### config.mk
export PLATFORM = sky130hd
export DESIGN_NAME = cpu
export DESIGN_NICKNAME = d
export VERILOG_FILES = /design/src/rtl/rv_pkg.sv /design/src/rtl/reg_file.sv /design/src/rtl/fetch_unit.sv /design/src/rtl/decode_stage.sv /design/src/rtl/execute_stage.sv /design/src/rtl/cpu.sv
export SDC_FILE = /design/constraint.sdc
export NUM_CORES = 2
export LEC_CHECK = 0
export BUFFER_PORTS_ARGS = -buffer_cell sky130_fd_sc_hd__buf_2
export CORE_MARGIN = 2
export CORE_UTILIZATION = 50
export CTS_BUF_LIST = sky130_fd_sc_hd__clkbuf_16
export CTS_CLUSTER_DIAMETER = 80
export DETAILED_ROUTE_END_ITERATION = 6
export PLACE_DENSITY_LB_ADDON = 0.05
export SLEW_MARGIN = 10
export SYNTH_ARGS = -nofsm -noshare
export SYNTH_HDL_FRONTEND = slang
export SYNTH_SLANG_ARGS = --single-unit
### constraint.sdc
create_clock -name clk_in -period 9.4 [get_ports clk_in]
set_input_delay 0.94 -clock clk_in [delete_from_list [all_inputs] [get_ports clk_in]]
set_output_delay 0.94 -clock clk_in [all_outputs]
set_load 0.01 [all_outputs]
### src/rtl/rv_pkg.sv
package rv_pkg;

  // datapath and register file geometry
  localparam int XLEN       = 32;
  localparam int REG_ADDR_W = 5;

  // byte-wide instruction bus
  localparam int FETCH_BYTES      = 4;  // bytes per instruction word
  localparam int MEM_READ_LATENCY = 2;  // address to data, in enabled cycles

  // major opcodes handled by this core
  localparam logic [6:0] OPC_OP     = 7'b0110011;
  localparam logic [6:0] OPC_OP_IMM = 7'b0010011;
  localparam logic [6:0] OPC_LUI    = 7'b0110111;

  // funct3 encodings shared by OP and OP-IMM
  localparam logic [2:0] F3_ADD  = 3'b000;  // ADD, SUB, ADDI
  localparam logic [2:0] F3_SLL  = 3'b001;
  localparam logic [2:0] F3_SLT  = 3'b010;
  localparam logic [2:0] F3_SLTU = 3'b011;
  localparam logic [2:0] F3_XOR  = 3'b100;
  localparam logic [2:0] F3_SR   = 3'b101;  // SRL and SRA
  localparam logic [2:0] F3_OR   = 3'b110;
  localparam logic [2:0] F3_AND  = 3'b111;

  // funct7 encodings
  localparam logic [6:0] F7_BASE = 7'b0000000;
  localparam logic [6:0] F7_ALT  = 7'b0100000;  // selects SUB and SRA

  typedef enum logic [3:0] {
    ALU_ADD,
    ALU_SUB,
    ALU_SLL,
    ALU_SLT,
    ALU_SLTU,
    ALU_XOR,
    ALU_SRL,
    ALU_SRA,
    ALU_OR,
    ALU_AND,
    ALU_PASS_B  // LUI, result is operand b
  } alu_op_e;

  // IF to ID, valid is a one-cycle strobe
  typedef struct packed {
    logic            valid;
    logic [XLEN-1:0] instr;
  } fetch_t;

  // ID/EX register contents
  typedef struct packed {
    logic                  valid;
    alu_op_e               alu_op;
    logic [XLEN-1:0]       operand_a;
    logic [XLEN-1:0]       operand_b;
    logic [REG_ADDR_W-1:0] rd;
  } exec_t;

  // EX/WB record, also the retire output
  typedef struct packed {
    logic                  valid;
    logic [REG_ADDR_W-1:0] rd;
    logic [XLEN-1:0]       value;
  } retire_t;

endpackage

### src/rtl/reg_file.sv
module reg_file (
  input  logic                          clk_in,
  input  logic                          rst_in,
  input  logic                          rdy_i,
  input  logic [rv_pkg::REG_ADDR_W-1:0] rs1_addr_i,
  input  logic [rv_pkg::REG_ADDR_W-1:0] rs2_addr_i,
  output logic [rv_pkg::XLEN-1:0]       rs1_data_o,
  output logic [rv_pkg::XLEN-1:0]       rs2_data_o,
  input  rv_pkg::retire_t               wb_i
);

  logic [rv_pkg::XLEN-1:0] regs_q [2**rv_pkg::REG_ADDR_W];

  always_ff @(posedge clk_in)
  begin
    if (rst_in)
    begin
      for (int i = 0; i < 2**rv_pkg::REG_ADDR_W; i++)
      begin
        regs_q[i] <= '0;
      end
    end
    else if (rdy_i && wb_i.valid && wb_i.rd != '0)
    begin
      regs_q[wb_i.rd] <= wb_i.value;
    end
  end

  // x0 is hardwired, never trust the array entry
  assign rs1_data_o = (rs1_addr_i == '0) ? '0 : regs_q[rs1_addr_i];
  assign rs2_data_o = (rs2_addr_i == '0) ? '0 : regs_q[rs2_addr_i];

endmodule

### src/rtl/fetch_unit.sv
module fetch_unit (
  input  logic                   clk_in,
  input  logic                   rst_in,
  input  logic                   rdy_i,
  input  logic [7:0]             mem_din_i,
  output logic [31:0]            mem_a_o,
  output rv_pkg::fetch_t         fetch_o
);

  // byte position inside an instruction word
  typedef logic [$clog2(rv_pkg::FETCH_BYTES)-1:0] lane_t;

  logic [31:0]             addr_q;
  logic                    lane_vld_q [rv_pkg::MEM_READ_LATENCY];
  lane_t                   lane_q [rv_pkg::MEM_READ_LATENCY];
  logic [rv_pkg::XLEN-1:0] word_q;
  logic                    fetch_vld_q;
  logic [rv_pkg::XLEN-1:0] instr_q;

  logic  byte_vld;
  lane_t byte_lane;
  logic  word_done;

  // the tail of the tag pipe lines up with the byte on mem_din_i
  assign byte_vld  = lane_vld_q[rv_pkg::MEM_READ_LATENCY-1];
  assign byte_lane = lane_q[rv_pkg::MEM_READ_LATENCY-1];
  assign word_done = byte_vld && (byte_lane == lane_t'(rv_pkg::FETCH_BYTES - 1));

  assign mem_a_o       = addr_q;
  assign fetch_o.valid = fetch_vld_q;
  assign fetch_o.instr = instr_q;

  // free-running byte address, one new request per enabled cycle
  always_ff @(posedge clk_in)
  begin
    if (rst_in)
    begin
      addr_q <= '0;
    end
    else if (rdy_i)
    begin
      addr_q <= addr_q + 32'd1;
    end
  end

  // in-flight tracking, one valid bit per outstanding read
  always_ff @(posedge clk_in)
  begin
    if (rst_in)
    begin
      for (int i = 0; i < rv_pkg::MEM_READ_LATENCY; i++)
      begin
        lane_vld_q[i] <= 1'b0;
      end
    end
    else if (rdy_i)
    begin
      lane_vld_q[0] <= 1'b1;
      for (int i = 1; i < rv_pkg::MEM_READ_LATENCY; i++)
      begin
        lane_vld_q[i] <= lane_vld_q[i-1];
      end
    end
  end

  // low address bits travel with the request
  always_ff @(posedge clk_in)
  begin
    if (rdy_i)
    begin
      lane_q[0] <= lane_t'(addr_q);
      for (int i = 1; i < rv_pkg::MEM_READ_LATENCY; i++)
      begin
        lane_q[i] <= lane_q[i-1];
      end
    end
  end

  // little-endian assembly, the last byte goes straight into instr_q
  always_ff @(posedge clk_in)
  begin
    if (rdy_i)
    begin
      if (byte_vld)
      begin
        word_q[8*byte_lane +: 8] <= mem_din_i;
      end
      if (word_done)
      begin
        instr_q <= {mem_din_i, word_q[rv_pkg::XLEN-9:0]};
      end
    end
  end

  always_ff @(posedge clk_in)
  begin
    if (rst_in)
    begin
      fetch_vld_q <= 1'b0;
    end
    else if (rdy_i)
    begin
      fetch_vld_q <= word_done;  // single-cycle strobe
    end
  end

endmodule

### src/rtl/decode_stage.sv
module decode_stage (
  input  logic                          clk_in,
  input  logic                          rst_in,
  input  logic                          rdy_i,
  input  rv_pkg::fetch_t                fetch_i,
  output logic [rv_pkg::REG_ADDR_W-1:0] rs1_addr_o,
  output logic [rv_pkg::REG_ADDR_W-1:0] rs2_addr_o,
  input  logic [rv_pkg::XLEN-1:0]       rs1_data_i,
  input  logic [rv_pkg::XLEN-1:0]       rs2_data_i,
  output rv_pkg::exec_t                 exec_o
);

  logic [6:0]                    opcode;
  logic [2:0]                    funct3;
  logic [6:0]                    funct7;
  logic [rv_pkg::REG_ADDR_W-1:0] rd;
  logic [rv_pkg::XLEN-1:0]       imm_i;
  logic [rv_pkg::XLEN-1:0]       imm_u;
  logic [rv_pkg::XLEN-1:0]       shamt;

  rv_pkg::alu_op_e         alu_op;
  logic [rv_pkg::XLEN-1:0] op_a;
  logic [rv_pkg::XLEN-1:0] op_b;
  logic                    known;
  rv_pkg::exec_t           exec_q;

  assign opcode = fetch_i.instr[6:0];
  assign rd     = fetch_i.instr[11:7];
  assign funct3 = fetch_i.instr[14:12];
  assign funct7 = fetch_i.instr[31:25];

  assign rs1_addr_o = fetch_i.instr[19:15];
  assign rs2_addr_o = fetch_i.instr[24:20];

  assign imm_i = {{20{fetch_i.instr[31]}}, fetch_i.instr[31:20]};
  assign imm_u = {fetch_i.instr[31:12], 12'b0};
  assign shamt = {27'b0, fetch_i.instr[24:20]};

  always_comb
  begin
    alu_op = rv_pkg::ALU_ADD;
    op_a   = rs1_data_i;
    op_b   = rs2_data_i;
    known  = 1'b0;

    // same funct3 map for OP and OP-IMM, funct7 only matters for OP and shifts
    unique case (funct3)
      rv_pkg::F3_ADD:  alu_op = (opcode == rv_pkg::OPC_OP && funct7 == rv_pkg::F7_ALT) ?
                                rv_pkg::ALU_SUB : rv_pkg::ALU_ADD;
      rv_pkg::F3_SLL:  alu_op = rv_pkg::ALU_SLL;
      rv_pkg::F3_SLT:  alu_op = rv_pkg::ALU_SLT;
      rv_pkg::F3_SLTU: alu_op = rv_pkg::ALU_SLTU;
      rv_pkg::F3_XOR:  alu_op = rv_pkg::ALU_XOR;
      rv_pkg::F3_SR:   alu_op = (funct7 == rv_pkg::F7_ALT) ? rv_pkg::ALU_SRA : rv_pkg::ALU_SRL;
      rv_pkg::F3_OR:   alu_op = rv_pkg::ALU_OR;
      rv_pkg::F3_AND:  alu_op = rv_pkg::ALU_AND;
    endcase

    case (opcode)
      rv_pkg::OPC_OP:
      begin
        known = (funct7 == rv_pkg::F7_BASE) ||
                (funct7 == rv_pkg::F7_ALT &&
                 (funct3 == rv_pkg::F3_ADD || funct3 == rv_pkg::F3_SR));
      end
      rv_pkg::OPC_OP_IMM:
      begin
        if (funct3 == rv_pkg::F3_SLL)
        begin
          op_b  = shamt;
          known = (funct7 == rv_pkg::F7_BASE);
        end
        else if (funct3 == rv_pkg::F3_SR)
        begin
          op_b  = shamt;
          known = (funct7 == rv_pkg::F7_BASE) || (funct7 == rv_pkg::F7_ALT);
        end
        else
        begin
          op_b  = imm_i;
          known = 1'b1;
        end
      end
      rv_pkg::OPC_LUI:
      begin
        alu_op = rv_pkg::ALU_PASS_B;
        op_a   = '0;
        op_b   = imm_u;
        known  = 1'b1;
      end
      default: known = 1'b0;  // anything else retires nothing
    endcase
  end

  // ID/EX register
  always_ff @(posedge clk_in)
  begin
    if (rst_in)
    begin
      exec_q.valid <= 1'b0;
    end
    else if (rdy_i)
    begin
      exec_q.valid <= fetch_i.valid && known && (rd != '0);
    end
  end

  always_ff @(posedge clk_in)
  begin
    if (rdy_i)
    begin
      exec_q.alu_op    <= alu_op;
      exec_q.operand_a <= op_a;
      exec_q.operand_b <= op_b;
      exec_q.rd        <= rd;
    end
  end

  assign exec_o = exec_q;

endmodule

### src/rtl/execute_stage.sv
module execute_stage (
  input  logic            clk_in,
  input  logic            rst_in,
  input  logic            rdy_i,
  input  rv_pkg::exec_t   exec_i,
  output rv_pkg::retire_t retire_o
);

  logic [rv_pkg::XLEN-1:0] a;
  logic [rv_pkg::XLEN-1:0] b;
  logic [4:0]              shamt;
  logic [rv_pkg::XLEN-1:0] result;
  rv_pkg::retire_t         retire_q;

  assign a     = exec_i.operand_a;
  assign b     = exec_i.operand_b;
  assign shamt = b[4:0];  // only the low five bits count

  always_comb
  begin
    unique case (exec_i.alu_op)
      rv_pkg::ALU_ADD:  result = a + b;
      rv_pkg::ALU_SUB:  result = a - b;
      rv_pkg::ALU_SLL:  result = a << shamt;
      rv_pkg::ALU_SLT:  result = {31'b0, $signed(a) < $signed(b)};
      rv_pkg::ALU_SLTU: result = {31'b0, a < b};
      rv_pkg::ALU_XOR:  result = a ^ b;
      rv_pkg::ALU_SRL:  result = a >> shamt;
      rv_pkg::ALU_SRA:  result = $unsigned($signed(a) >>> shamt);
      rv_pkg::ALU_OR:   result = a | b;
      rv_pkg::ALU_AND:  result = a & b;
      default:          result = b;  // PASS_B for LUI
    endcase
  end

  // EX/WB register
  always_ff @(posedge clk_in)
  begin
    if (rst_in)
    begin
      retire_q.valid <= 1'b0;
    end
    else if (rdy_i)
    begin
      retire_q.valid <= exec_i.valid;
    end
  end

  always_ff @(posedge clk_in)
  begin
    if (rdy_i)
    begin
      retire_q.rd    <= exec_i.rd;
      retire_q.value <= result;
    end
  end

  assign retire_o = retire_q;

endmodule

### src/rtl/cpu.sv
module cpu (
  input  logic            clk_in,
  input  logic            rst_in,
  input  logic            rdy_in,     // freezes the whole core when low
  input  logic [7:0]      mem_din_i,
  output logic [31:0]     mem_a_o,
  output rv_pkg::retire_t retire_o
);

  rv_pkg::fetch_t                fetch;
  rv_pkg::exec_t                 exec;
  rv_pkg::retire_t               retire;
  logic [rv_pkg::REG_ADDR_W-1:0] rs1_addr;
  logic [rv_pkg::REG_ADDR_W-1:0] rs2_addr;
  logic [rv_pkg::XLEN-1:0]       rs1_data;
  logic [rv_pkg::XLEN-1:0]       rs2_data;

  fetch_unit u_fetch (
    .clk_in    (clk_in),
    .rst_in    (rst_in),
    .rdy_i     (rdy_in),
    .mem_din_i (mem_din_i),
    .mem_a_o   (mem_a_o),
    .fetch_o   (fetch)
  );

  decode_stage u_decode (
    .clk_in     (clk_in),
    .rst_in     (rst_in),
    .rdy_i      (rdy_in),
    .fetch_i    (fetch),
    .rs1_addr_o (rs1_addr),
    .rs2_addr_o (rs2_addr),
    .rs1_data_i (rs1_data),
    .rs2_data_i (rs2_data),
    .exec_o     (exec)
  );

  execute_stage u_execute (
    .clk_in   (clk_in),
    .rst_in   (rst_in),
    .rdy_i    (rdy_in),
    .exec_i   (exec),
    .retire_o (retire)
  );

  // the retire record doubles as the write port
  reg_file u_regs (
    .clk_in     (clk_in),
    .rst_in     (rst_in),
    .rdy_i      (rdy_in),
    .rs1_addr_i (rs1_addr),
    .rs2_addr_i (rs2_addr),
    .rs1_data_o (rs1_data),
    .rs2_data_o (rs2_data),
    .wb_i       (retire)
  );

  assign retire_o = retire;

endmodule

# [After elaboration in Yosys (flattened, before gate mapping)]
# Memory sizes are Yosys's and may differ from the RTL's. A register that Yosys moved wholly into a read port is not among the register bits.
# Cells that the tools add are included.
[word_totals] memories=3 out_inout_bits=70 regBits=177 input_bits=11 ramBits=1030
[classes] add_sub_neg=4 n_lt_le_gt_ge=2 eq_ne=21 bitwise_logic=5 mux=27 shift=5 reduce_logical=21
[memory_table] name="u_regs.regs_q" words=32 word_bits=32 read_ports=2 rd_ports_with_merged_regs=2 wr=32 line_no="reg_file.sv:12" rtl="logic [rv_pkg::XLEN-1:0] regs_q [2**rv_pkg::REG_ADDR_W];"
[memory_table] name="u_fetch.lane_q" words=2 word_bits=2 read_ports=2 rd_ports_with_merged_regs=0 wr=2 line_no="fetch_unit.sv:15" rtl="lane_t lane_q [rv_pkg::MEM_READ_LATENCY];"
[memory_table] name="u_fetch.lane_vld_q" words=2 word_bits=1 read_ports=2 rd_ports_with_merged_regs=0 wr=2 line_no="fetch_unit.sv:14" rtl="logic lane_vld_q [rv_pkg::MEM_READ_LATENCY];"
[ops] op="$pmux 32 s10" count=1
[ops] op="$mux 32" count=4
[ops] op="$lt 32x32->1" count=2
[ops] op="$pmux 32 s2" count=1
[ops] op="$neg 5->34" count=1
[ops] op="$shift 8x34->32 const A" count=1
[ops] op="$shiftx 8x34->32" count=1
[ops] op="$add 32x1->32 const B" count=1
[ops] op="$add 32x32->32" count=1
[ops] op="$and 32x32->32" count=1
[ops] op="$bwmux 32" count=1
[ops] op="$or 32x32->32" count=1
[ops] op="$pmux 4 s8" count=1
[ops] op="$reduce_or 32->1" count=1
[ops] op="$shl 32x5->32" count=1
[ops] op="$shr 32x5->32" count=1
[ops] op="$sshr 32x5->32" count=1
[ops] op="$sub 32x32->32" count=1
[ops] op="$xor 32x32->32" count=1
[ops] op="$eq 7x6->1 const B" count=3
[ops] op="$eq 4x3->1 const B" count=4
[ops] op="$mux 1" count=16
[ops] op="$eq 3x3->1 const B" count=4
[ops] op="$logic_not 5->1" count=2
[ops] op="other kinds (18)" count=33

# [Depth between registers and ports, before layout]
[depth] depth_word=7 ltp_mapped=16

# [Hierarchy]
# A second synthesis with hierarchy kept.
[hier_totals] cells_unflattened=5319 area_unflattened_um2=70880.5
[modules_own_cells] module="reg_file" seq_area_each_um2=30749.5 cells_per_inst=3520 instances=1 area_each_um2=54245.8
[modules_own_cells] module="execute_stage" seq_area_each_um2=1131.1 cells_per_inst=1316 instances=1 area_each_um2=9736.8
[modules_own_cells] module="fetch_unit" seq_area_each_um2=2522.4 cells_per_inst=280 instances=1 area_each_um2=3723.6
[modules_own_cells] module="decode_stage" seq_area_each_um2=2212.1 cells_per_inst=203 instances=1 area_each_um2=3174.3

# [Least setup slack after synthesis]
# No wires, ideal clock.
[synth_timing] kind="flip-flop to flip-flop" from="register u_decode.exec_q, in the netlist u_decode.exec_o[7]" to="register u_execute.retire_q, in the netlist u_execute.retire_o[28], data pin" path_stages_with_launch=16 period_less_slack_ns=4.409 required_time_ns=9.139 arrival_ns=4.148 setup_time_ns=0.261 path_slack_ns=4.991 cell_sequence="edfxtp_1 -> buf_2 -> inv_1 -> buf_1 -> buf_1 -> clkbuf_1 -> ha_1 -> or2_0 -> a221o_1 -> a22oi_1 -> a41oi_1 -> a21oi_1 -> a31oi_1 -> o31ai_1 -> a2111oi_0 -> a311o_1"
[synth_between] elab_chain_len=2 word_cells_on_any_way=6 cone_classes="2 x add/sub; 3 x shift; 1 x mux"
[synth_rtl] element="start, declared" line_no="decode_stage.sv:25" rtl="rv_pkg::exec_t exec_q;"
[synth_rtl] element="$sub 32x32->32 (tied with other cells)" line_no="execute_stage.sv:23" rtl="rv_pkg::ALU_SUB: result = a - b;"
[synth_rtl] element="$pmux 32 s10 (*)" line_no="execute_stage.sv:21" rtl="unique case (exec_i.alu_op)"
[synth_rtl] element="named net u_execute.result (one bit)" line_no="execute_stage.sv:12" rtl="logic [rv_pkg::XLEN-1:0] result;"
[synth_rtl] element="end, declared" line_no="execute_stage.sv:13" rtl="rv_pkg::retire_t retire_q;"
# The timed path passes the listed nets; every way through them passes the cells marked *.
# A chain may end at the register's enable or synchronous reset.

# [Final worst setup path]
[layout_timing] from="register u_decode.exec_q, in the netlist u_decode.exec_o[9]" to="register u_execute.retire_q, in the netlist u_execute.retire_o[28], data pin"
# Same word-level chain as after synthesis.

==> flow_summary.ini <==
[run_status]
outcome = finished with violations
violations = DRC

[power_and_ir_drop]
p_comb_share_pct = 11.3
total_power_mw = 13.20
swShare_pct = 26.15
sequentialPowerShare_pct = 48.4
powerDensity_nw_per_um2 = 170.3
ir_worst_vdd_mv = 0.1632
p_leak_nw = 28.09
p_int_mw = 9.746
p_clk_share_pct = 40.3
power_switching_mw = 3.452

[synth]
netlist.area_leader.share_pct = 50.77
ys_ff_latch = 1236
netlist_instances = 5058
yosysWarnings = 0
synth-seq-area-share_pct = 51.91
synth_most_common_cell = edfxtp_1
synth_area_sq_um = 70730
synth_common_cells = edfxtp_1, and2_1, mux4_2
yosysTopAreaCell = edfxtp_1
synth_cell_type_count = 90
synth_edf_count = 1196
avgSynthCellArea_sq_um = 13.98
synthTopCellsByArea = edfxtp_1, mux4_2, and2_1
async_flop_share_pct = 0
synthFlopType = edfxtp_1

[cts]
root_buffer = clkbuf_16
clk_pin_slew_ns = 0.06
cts_tree = built
clock_path_buffers = 3
post_cts_resized = 0
cts.sinks = 1236
htreeDepth = 4
cts_setup_buffers = 0
clk_latency_ns = 0.80
cts-hold-fix-buffers = 0
cts_buffers = 143

[floorplanning]
num_io_pins = 81
start_util_pct = 50.14
die_area_sq_um = 144500
die_y_um = 380.1
fp.coreArea_sq_um = 141100
die_w_um = 380.1
rows = 138

[global_routing]
grt_pass1_vias = 44340
grt_pass1_wl_um = 347800
grt_use_total_pct = 34.09
antenna_found_initial = 19
overflow = 0
grt_max_degree = 114

[drt]
drt-pass1-iter-count = 7
drtIter0Drc = 6813
avgRoutedWirePerCell_um = 35.28
drc = 5
routed_wl_um = 246000
vias = 46010
antenna_left = 0
via_per_inst = 6.599

[setup_path]
r2r_slack_ns = 4.92
path_class = flop to flop
crit_fanout = 48
arrival_ns = 5.03
ff2ff_path_depth = 11
critPathRequiredTime_ns = 9.94
r2r_end = u_execute.retire_o[28]
timing.rr.start = u_decode.exec_o[9]
end_kind = flop
cp-start-kind = flop

[timing]
min_period_ns = 4.485
worstMarginPinSlew_ns = 1.168
setup_viol = 0
hold_violations = 0
fmax_ghz = 0.2230
drv_slew = 0
setup_tns_ns = 0
fin_skew_ns = 0.02752
relSlewSlack_pct = 22.14
rsz0062_at_grt = false
finalCritPeriodShare_pct = 47.71

[placed_design]
routabilityCongestion = 0.9728
hpwl_um = 166900
place_area_sq_um = 73080
placed_cells = 6714
portBuffers = 80

[min_path]
hold_start = mem_din_i[7]
hold_class = input pin to flop
min_to = u_fetch.instr_q[31]
min_delay_path_depth = 1

[finish]
area_growth_pct = 9.547
final_cells = 6973
nNetsFinal = 5086
final_area_sq_um = 77490
utilization_pct = 54.93
layout-drive-gt1-share_pct = 23.44

[run]
maxCapViolations = 0
==> state kept, by name, summed over array words and instances, names as in the netlist, 2 cells and up, named ones only <==
name	cells
u_decode.exec_o	74
u_fetch.word_q	24
u_fetch.mem_a_o	32
u_execute.retire_o	38
u_regs.regs_q	1024
u_fetch.lane_q	4
u_fetch.lane_vld_q	2
u_fetch.instr_q	32
==> cells by family (layout without fill, tap and decap cells) <==
kind of cell / count (synthesis) / in the layout / share of synthesized area (%)
AND/OR/NAND/NOR: 1698 / 1698 / 13.45
flip-flops: 1236 / 1236 / 51.91
multiplexers: 833 / 833 / 23.83
buffers and inverters: 584 / 572 / 3.219
AO/OA/AOI/OAI: 549 / 549 / 5.068
adder cells (fa/ha/maj): 106 / 106 / 1.896
XOR/XNOR: 51 / 51 / 0.6315
other: 1 / 38 / 0.005302
==> worst max-delay path: stages (launching register included) <==
cell	delay, ns
edfxtp_1	0.32
buf_4	0.45
inv_1	0.39
ha_1	0.51
a221o_1	0.34
a22oi_1	0.41
a41oi_1	0.25
a21oi_1	0.47
a31oi_1	0.26
o31ai_1	0.36
a2111oi_0	0.13
a311o_1	0.35
==> worst max-delay path by stage <==
stage / startpoint / end / cells past startpoint
global route: u_decode.exec_o[9] / u_execute.retire_o[30] / 12
floorplan: u_decode.exec_o[7] / u_execute.retire_o[28] / 15
finish: u_decode.exec_o[9] / u_execute.retire_o[28] / 11
global placement: rdy_in / u_regs.regs_q[5][7] / 7
detailed placement: rdy_in / u_regs.regs_q[5][7] / 7
CTS: u_decode.exec_o[7] / u_execute.retire_o[28] / 12
==> area by class of cell <==
type / count / area [sq um]
clock inverters: 108 / 763.2
well taps: 1890 / 2365
fillers: 11420 / 63580
repair buffers: 209 / 1453
multi-input cells: 3269 / 32110
flip-flops and latches: 1236 / 36730
diodes: 6 / 15.01
clock buffers: 145 / 3628
inverters: 110 / 412.9
==> power by group through the flow <==
stage	Clock [mW]	Sequential, mW	Combinational (mW)
after global routing	5.59	6.41	1.55
after global placement	0	6.49	1.46
after detailed placement	0	6.50	1.45
final	5.32	6.39	1.49
after CTS	5.38	6.38	1.46
after floorplan	0	6.44	0.882
==> metal layers <==
layer  global-route usage [%]  part of all wire (%)
met1                    51.70                    43
met2                    49.03                    44
met3                    8.704                    11
met4                    8.892                   2.7
met5                        0                 0.017
==> cells in the final DEF (no fill, tap or decap), types with 78 or more instances in the layout <==
master	n
a21oi_1	138
and2_1	1022
buf_2	78
buf_4	124
clkbuf_16	145
edfxtp_1	1196
ha_1	104
inv_1	152
mux2i_1	129
mux4_2	678
nand2_1	177
nor2_1	239
o21ai_0	134
==> through the flow <==
step	setup WS [ns]	hold slack [ns]
floorplan	4.991	0.4003
global placement	4.788	0.4006
detailed placement	4.764	0.4045
CTS	4.973	0.3439
global route	4.659	0.3588
finish	4.915	0.3808
(Power assumes the default switching activity.)
